--- config.mk ---
export PLATFORM = sky130hd
export DESIGN_NAME = rename_unit
export DESIGN_NICKNAME = d
export VERILOG_FILES = /design/src/ooo_pkg.sv /design/src/rename_unit.sv
export SDC_FILE = /design/constraint.sdc
export NUM_CORES = 1
export LEC_CHECK = 0
export ABC_CLOCK_PERIOD_IN_PS = 3600
export BUFFER_PORTS_ARGS = -buffer_cell sky130_fd_sc_hd__buf_2
export CORE_ASPECT_RATIO = 0.7
export CORE_MARGIN = 2
export CORE_UTILIZATION = 25
export CTS_BUF_LIST = sky130_fd_sc_hd__clkbuf_4
export CTS_CLUSTER_SIZE = 25
export DETAILED_ROUTE_END_ITERATION = 8
export GPL_TIMING_DRIVEN = 0
export HOLD_SLACK_MARGIN = 0.08
export PLACE_DENSITY = 0.5
export SLEW_MARGIN = 20
export SYNTH_ARGS = -nofsm -noshare
export SYNTH_HDL_FRONTEND = slang
export SYNTH_SLANG_ARGS = --single-unit
--- constraint.sdc ---
create_clock -name clock -period 3.6 [get_ports clock]
set_input_delay 0.54 -clock clock [delete_from_list [all_inputs] [get_ports clock]]
set_output_delay 0.54 -clock clock [all_outputs]
set_load 0.005 [all_outputs]
--- src/ooo_pkg.sv ---
`default_nettype none

package ooo_pkg;

	localparam int XLEN     = 32;
	localparam int NUM_AR   = 32;
	localparam int AR_BITS  = 5;
	localparam int NUM_PR   = 64;
	localparam int PR_BITS  = 6;
	localparam int ROB_BITS = 4;    // Caps ROB_DEPTH at 16

	typedef logic [AR_BITS-1:0]  ar_idx_t;
	typedef logic [PR_BITS-1:0]  pr_tag_t;
	typedef logic [ROB_BITS-1:0] rob_idx_t;
	typedef logic [XLEN-1:0]     word_t;

	typedef enum logic [2:0] {
		OP_ADD  = 3'd0,
		OP_SUB  = 3'd1,
		OP_AND  = 3'd2,
		OP_XOR  = 3'd3,
		OP_ADDI = 3'd4,
		OP_MUL  = 3'd5
	} opcode_e;

	// Instruction as it enters the core
	typedef struct packed {
		opcode_e opcode;
		ar_idx_t dest;
		ar_idx_t src_a;
		ar_idx_t src_b;
		word_t   imm;
	} decoded_op_t;

	typedef struct packed {
		logic     valid;
		opcode_e  opcode;
		pr_tag_t  src_a;
		logic     src_a_rdy;
		pr_tag_t  src_b;
		logic     src_b_rdy;
		word_t    imm;
		pr_tag_t  dest;
		pr_tag_t  old_dest;    // Released at commit
		ar_idx_t  dest_ar;
		rob_idx_t rob_idx;
	} dispatch_t;

	typedef struct packed {
		logic     valid;
		opcode_e  opcode;
		pr_tag_t  src_a;
		pr_tag_t  src_b;
		word_t    imm;
		pr_tag_t  dest;
		rob_idx_t rob_idx;
	} issue_t;

	// Result broadcast
	typedef struct packed {
		logic     valid;
		pr_tag_t  tag;
		rob_idx_t rob_idx;
		word_t    value;
	} cdb_t;

endpackage

`default_nettype wire

--- src/rename_unit.sv ---
`default_nettype none

module rename_unit (
	input  wire                       clock,
	input  wire                       arst_n,
	input  wire                       in_valid,
	input  wire ooo_pkg::decoded_op_t in_op,
	output logic                      in_ready,
	input  wire                       rob_ready,
	input  wire                       iq_ready,
	input  wire ooo_pkg::rob_idx_t    rob_tail,
	input  wire                       free_valid,
	input  wire ooo_pkg::pr_tag_t     free_tag,
	input  wire ooo_pkg::cdb_t        cdb,
	output ooo_pkg::dispatch_t        disp
);

	localparam int FL_DEPTH = ooo_pkg::NUM_PR - ooo_pkg::NUM_AR;
	localparam int FL_BITS  = $clog2(FL_DEPTH);
	localparam logic [FL_BITS:0] FL_FULL = (FL_BITS + 1)'(FL_DEPTH);

	ooo_pkg::pr_tag_t           map_q [ooo_pkg::NUM_AR];
	logic [ooo_pkg::NUM_PR-1:0] prdy_q;               // One ready bit per tag
	ooo_pkg::pr_tag_t           fl_q [FL_DEPTH];
	logic [FL_BITS-1:0]         fl_head_q;
	logic [FL_BITS-1:0]         fl_tail_q;
	logic [FL_BITS:0]           fl_count_q;

	logic             xfer;
	logic             is_imm;
	logic             rdy_a;
	logic             rdy_b;
	ooo_pkg::pr_tag_t tag_a;
	ooo_pkg::pr_tag_t tag_b;
	ooo_pkg::pr_tag_t new_tag;

	assign in_ready = (fl_count_q != '0) && rob_ready && iq_ready;
	assign xfer     = in_valid && in_ready;
	assign new_tag  = fl_q[fl_head_q];
	assign is_imm   = in_op.opcode == ooo_pkg::OP_ADDI;
	assign tag_a    = map_q[in_op.src_a];
	assign tag_b    = map_q[in_op.src_b];

	// Broadcast in this cycle counts as ready
	assign rdy_a = prdy_q[tag_a] || (cdb.valid && cdb.tag == tag_a);
	assign rdy_b = is_imm || prdy_q[tag_b] || (cdb.valid && cdb.tag == tag_b);

	always_comb begin
		disp.valid     = xfer;
		disp.opcode    = in_op.opcode;
		disp.src_a     = tag_a;
		disp.src_a_rdy = rdy_a;
		disp.src_b     = is_imm ? '0 : tag_b;
		disp.src_b_rdy = rdy_b;
		disp.imm       = in_op.imm;
		disp.dest      = new_tag;
		disp.old_dest  = map_q[in_op.dest];   // Read before the map update
		disp.dest_ar   = in_op.dest;
		disp.rob_idx   = rob_tail;
	end

	always_ff @(posedge clock or negedge arst_n) begin
		if (!arst_n) begin
			for (int r = 0; r < ooo_pkg::NUM_AR; r++) begin
				map_q[r] <= ooo_pkg::pr_tag_t'(r);
			end
			for (int i = 0; i < FL_DEPTH; i++) begin
				fl_q[i] <= ooo_pkg::pr_tag_t'(ooo_pkg::NUM_AR + i);
			end
			prdy_q     <= '1;
			fl_head_q  <= '0;
			fl_tail_q  <= '0;   // Full, so tail meets head
			fl_count_q <= FL_FULL;
		end else begin
			if (cdb.valid)
				prdy_q[cdb.tag] <= 1'b1;
			if (xfer) begin
				map_q[in_op.dest] <= new_tag;
				prdy_q[new_tag]   <= 1'b0;
				fl_head_q         <= fl_head_q + 1'b1;
			end
			if (free_valid) begin
				fl_q[fl_tail_q] <= free_tag;
				fl_tail_q       <= fl_tail_q + 1'b1;
			end
			case ({free_valid, xfer})
				2'b10:   fl_count_q <= fl_count_q + 1'b1;
				2'b01:   fl_count_q <= fl_count_q - 1'b1;
				default: fl_count_q <= fl_count_q;
			endcase
		end
	end

endmodule

`default_nettype wire

# Yosys cells after proc, flatten, opt, wreduce, memory -nomap -nowiden
# Index checks and enable logic that the tools add are counted.
# W data, S select, Z words.
dict set report word_totals {
  memories 0
  rom_bits 0
  reg_bits 464
  ram_bits 0
  latch_bits 0
  wordCells 142
  input_bits 109
  output_inout_bits 72
}
dict set report op_classes {
  eq_ne 5
  reduce_logical 14
  n_mux 30
  addsub 4
  n_bitwise 8
  n_shift 0
  div_mod_pow 0
  n_mul 0
  magnitude_cmp 13
}
# op n
set ops {}
lappend ops {{$bwmux W192} 2}
lappend ops {{$mux W64} 2}
lappend ops {{$bmux W6 S5} 4}
lappend ops {{$mux W6} 11}
lappend ops {{$and A64 B64 Y64} 1}
lappend ops {{$not A64 Y64} 1}
lappend ops {{$or A64 B64 Y64} 1}
lappend ops {{$demux W6 S5} 2}
lappend ops {{$ge A6 B6 Y1 const B} 5}
lappend ops {{$not A5 Y6} 5}
lappend ops {{$lt A6 B7 Y1 const B} 4}
lappend ops {{$bmux W1 S6} 2}
lappend ops {{$demux W1 S6} 2}
lappend ops {{$eq A6 B6 Y1} 2}
lappend ops {{$ge A6 B1 Y1 const B} 2}
lappend ops {{$lt A6 B1 Y1 const B} 2}
lappend ops {{$pmux W6 S2} 1}
lappend ops {{$add A5 B1 Y5 const B} 2}
lappend ops {{$logic_and A1 B1 Y1} 9}
lappend ops {{$add A6 B1 Y6 const B} 1}
lappend ops {{$reduce_bool A6 Y1} 1}
lappend ops {{$sub A6 B1 Y6 const B} 1}
lappend ops {{$mux W1} 4}
lappend ops {{$eq A3 B3 Y1 const B} 1}
lappend ops {{other kinds (4)} 6}

# Depth between registers and ports, before layout
dict set report depth {
  word_depth 11
  depth_mapped 17
  ltp_nobuf 14
}

# Worst setup path before layout
# No wires, ideal clock.
dict set report synth_timing {
  kind {input to output}
  from {input port in_op[32] (netlist bit)}
  to {output port disp[53] (netlist bit)}
  n_path_buf 4
  required_ns 3.060
  cell_stages 12
  arrival_ns 3.200
  setup_slack_ns -0.140
  cell_sequence {buf_6 -> buf_8 -> buf_8 -> mux4_2 -> mux4_2 -> a21oi_2 -> or2b_1 -> a221oi_1 -> o41ai_2 -> nand3_1 -> a211o_1 -> buf_4}
}
dict set report synth_via {
  elab_chain_len 8
  word_cells_on_any_way 10
  classes_between {eq/ne (1); mux (5); bitwise (1); reduce/logical (3)}
}
# item line
set synth_lines {}
lappend synth_lines {{start: declaration} rename_unit.sv:7} ;# input wire ooo_pkg::decoded_op_t in_op,
lappend synth_lines {{$not A5 Y6 (not written as such) *} rename_unit.sv:42} ;# assign tag_b = map_q[in_op.src_b];
lappend synth_lines {{$bmux W6 S5 *} rename_unit.sv:42}
lappend synth_lines {{$mux W6 (not written as such) * (2 in a row)} rename_unit.sv:42}
lappend synth_lines {{$bmux W1 S6} rename_unit.sv:46} ;# assign rdy_b = is_imm || prdy_q[tag_b] || (cdb.valid && cdb.tag == tag_b);
lappend synth_lines {{$mux W1 (not written as such)} rename_unit.sv:46}
lappend synth_lines {{$logic_or A1 B1 Y1} rename_unit.sv:46}
lappend synth_lines {{$logic_or A1 B1 Y1 *} rename_unit.sv:46}
lappend synth_lines {{end: declaration} rename_unit.sv:15} ;# output ooo_pkg::dispatch_t disp
# Every way passes the cells marked *; elsewhere a longest branch is shown, timed or not. The select of a mux whose other input is x is not followed.

# Final worst setup path
dict set report layout_timing {
  from {register map_q[146] (netlist bit)}
  to {output port disp[53] (netlist bit)}
}
dict set report layout_via {
  elab_chain_len 7
  word_cells_on_any_way 9
  classes_between {eq/ne (1); mux (5); reduce/logical (3)}
}
# item line
set layout_lines {}
lappend layout_lines {{start: declaration} rename_unit.sv:22} ;# ooo_pkg::pr_tag_t map_q [ooo_pkg::NUM_AR];
lappend layout_lines {{start signal: indexed assignment} rename_unit.sv:65} ;# map_q[r] <= ooo_pkg::pr_tag_t'(r);
lappend layout_lines {{start signal: indexed assignment} rename_unit.sv:78} ;# map_q[in_op.dest] <= new_tag;
lappend layout_lines {{$bmux W6 S5 *} rename_unit.sv:42}
lappend layout_lines {{$mux W6 (not written as such) * (2 in a row)} rename_unit.sv:42}
lappend layout_lines {{$bmux W1 S6} rename_unit.sv:46}
lappend layout_lines {{$mux W1 (not written as such)} rename_unit.sv:46}
lappend layout_lines {{$logic_or A1 B1 Y1} rename_unit.sv:46}
lappend layout_lines {{$logic_or A1 B1 Y1 *} rename_unit.sv:46}
# Marks and branches as above.

==> metrics.md <==
| Metric | Value |
|---|---|
| Status | complete, but fails checks |
| Failing checks | setup timing |
| Critical Path Slowest Stage Cell | mux4_2 |
| Vias | 20600 |
| GR Util All Layers | 0.179 |
| Fin area | 32400 um2 |
| Post-Syn Nets | 2294 |
| Clock skew | 98.4 ps |
| Starting Density | 0.252 |
| DR WL met3 | 12.2 mm |
| Core Area | 104000 um2 |
| Clock-pin slew on the worst setup and hold paths | 70 ps |
| Drt first pass iters | 5 |
| Yosys top cell area share | 0.256 |
| Slew Limit Fails | 0 |
| Die Area | 108000 um2 |
| Logic pwr share | 0.442 |
| CP top delay family | multiplexers |
| Worst hold start | in_valid |
| Switching share of power | 0.402 |
| Cell Pwr Density | 791 nW/um2 |
| Met2 wire length | 37.6 mm |
| Maxcap violations | 0 |
| Final period util | 1.29 |
| Nets | 2622 |
| Fin crit period | 4650 ps |
| Row Count | 99 |
| Critical Path RT | 3060 ps |
| Largest area contributor in the synthesized netlist | dfstp_2 |
| CP peak stage delay | 520 ps |
| Hold violation total from the final report | 0 |
| Routed Wire Length | 97.5 mm |
| Clock power frac | 0.209 |
| CTS tree | yes |
| Die Span X | 392 um |
| Seq/Total Area, Yosys | 0.453 |
| Setup-failing EPs final | 14 |
| Synth Cell Area | 26400 um2 |
| Initial antenna violation count | 3 |
| DR iter-0 viols | 2337 |
| H-tree Lvls | 4 |
| R2R depth | 12 |
| YS warnings | 0 |
| Peak Freq | 215 MHz |
| Worst slew margin | 0.166 |
| LEAKAGE | 13.1 nW |
| Int Pwr | 15.3 mW |
| Worst-margin pin slew | 1250 ps |
| # clock sinks | 464 |
| I/O pins | 181 |
| Share of flip-flops with an asynchronous set or reset | 1.00 |
| CP cell instances | mux4_2 > mux4_2 > nand2_2 > and3_4 > and2_1 > buf_6 > a221oi_2 > o41ai_2 > nand3_2 > a211o_1 > buf_2 |
| Critical path class | flip-flop to primary output |
| Yosys reg bits | 464 |
| Mean routed wirelength per cell | 24.2 um |
| Root Driver | clkbuf_4 |
| WHS Endpoint | fl_head_q[1] |
| Setup TNS | -5240 ps |
| Worst Setup Start Kind | flip-flop |
| Worst setup margin | -1050 ps |
| Largest net degree at the start of global routing | 96 |
| CTS max path bufs | 3 |
| Non-filler cells, final | 4032 |
| Synth Instances | 2177 |
| Area post-placement | 29000 um2 |
| CP Capture Type | primary output |
| CP max FO | 7 |
| Flop2flop setup slack | 70 ps |
| Reg-to-reg endpoint | prdy_q[24] |
| Synthesized area per cell | 12.1 um2 |
| CP arrival | 4110 ps |
| GPL Wtd Cong | 0.942 |
| Placed Cells | 3693 |
| Synth unique cells | 70 |
| Number of flops mapped to enable cells by yosys | 0 |
| Buf/Inv on CP | 2 |
| Top-count cell post-synth | dfstp_2 |
| Synth top cells by count | dfstp_2 (257), a21oi_1 (237), dfrtp_1 (207), mux2_2 (205), nand2_1 (192) |
| Hold Path Stages | 5 |
| Hold crit path type | input port to flip-flop |
| Drt drc | 0 |
| Area grow syn2layout | 22.8% |
| Power share of the sequential group | 0.349 |
| NetSw | 10.3 mW |
| Final core utilization | 0.310 |
| Ys flop type | dfstp_2 |
| Worst skew pair latency | 1110 ps |
| Top post-synthesis cells by area | dfstp_2 (26%), dfrtp_1 (20%), mux4_2 (15%) |
| PortBufs | 95 |
| Vias in the first global route | 20000 |
| Crit-path most repeated cell | mux4_2 |
| Dpl ws | -1750 ps |
| DP HPWL | 69.3 mm |
| CTS Buf Count | 132 |
| Met1 wire length | 45.7 mm |
| Peak supply drop | 0.438 mV |
| DRT antenna net count | 0 |
| Die Height | 276 um |
| Top sig layer | met4 |
| R2r startpoint | fl_head_q[0] |
| Drt via density | 5.10 |
| Global route overflow | 0 |
| Share of cells above drive strength 1 | 0.484 |
| RSZ-0062 raised after global routing | yes |
| First-pass GRT wire length | 140 mm |
registers in the layout (all words and copies together), names as in the netlist:
| register | flops |
|---|---|
| fl_q | 192 |
| map_q | 192 |
| prdy_q | 64 |
| fl_count_q | 6 |
| fl_head_q | 5 |
| fl_tail_q | 5 |
per-stage QoR:
stage	total power, mW	hold slack, ps
3_3_place_gp	18.1	483
6_report	25.6	97.2
3_5_place_dp	18.3	489
4_1_cts	25.0	83.6
5_1_grt	26.9	81.6
2_1_floorplan	14.6	244
layout make-up:
class                      instances  area (um2)
antenna                            4        10.0
buffer                           218        1510
clock buffer                     194        1460
clock inverter                    49         349
fill                           10600       72000
inverter                          22         130
multi-input combinational       1467       13500
sequential                       464       11900
tap                             1414        1770
timing repair buffer             200        1690
metal layers:
metal,vias up,track usage
met1,10600,0.263
met3,141,0.0842
met2,1003,0.228
li1,8784,-
met4,0,0.0539
met5,-,0.00130
placed cells by master, fill, tap and decap left out, drive strengths merged, types with 8 or more instances in the layout:
cell         synthesis  final
clkinv               2     39
and3                 9      9
ha                   8      8
clkbuf             111    304
inv                 20     27
nor2               168    168
nand2              192    192
nand4               10     10
xnor2               16     16
dfrtp              207    207
mux2               205    205
nand3               35     35
dlygate4sd3          0     21
and2                13     13
o21ai              106    106
nor4                 8      8
a22oi               21     21
a21oi              238    238
mux4               206    206
buf                113    286
mux2i              109    109
a221oi               8      8
nor3                24     24
nor2b                8      8
xor2                 9      9
dfstp              257    257
cells by family (layout without fill, tap and decap cells):
| group | count (synthesis) | count (layout) | synth area share |
|---|---|---|---|
| mux | 520 | 520 | 0.312 |
| simple gates | 501 | 501 | 0.0855 |
| flops | 464 | 464 | 0.453 |
| compound gates | 413 | 413 | 0.0864 |
| buf+inv | 246 | 683 | 0.0514 |
| xor+xnor | 25 | 25 | 0.00830 |
| fa+ha+maj | 8 | 8 | 0.00380 |
| other cells | 0 | 4 | 0 |
worst max path at each step:
stage	start	to	slack [ps]	cells past startpoint
detailed placement	fl_head_q[1]	prdy_q[24]	-1750	10
global route	map_q[19]	disp[53]	-1140	11
global placement	arst_n	fl_q[6]	-7980	1
floorplan	in_op[37]	disp[60]	-20	11
CTS	map_q[19]	disp[53]	-1100	11
finish	map_q[146]	disp[53]	-1050	11
worst min-delay path, delay by kind of cell:
kind                   cells  cell delay (ps)
buffers and inverters      2              300
AND/OR/NAND/NOR            3              240
what timing repair did:
item                                    4_1_cts  5_1_grt
hold buffers                                 21        0
cloned                                        0        3
endpoints found under the setup margin      269       97
buffers inserted                             53       21
pin swaps                                    20       14
hold endpoints to repair                    333        0
gates resized for setup                     178       50
power groups by stage:
stage	Combinational [mW]	Clock [mW]	Sequential, mW
6_report	11.3	5.35	8.94
5_1_grt	12.0	5.79	9.17
4_1_cts	10.6	5.53	8.85
3_5_place_dp	9.36	0	8.91
3_3_place_gp	9.20	0	8.90
2_1_floorplan	6.15	0	8.42
Power figures use the tool's default switching activity.
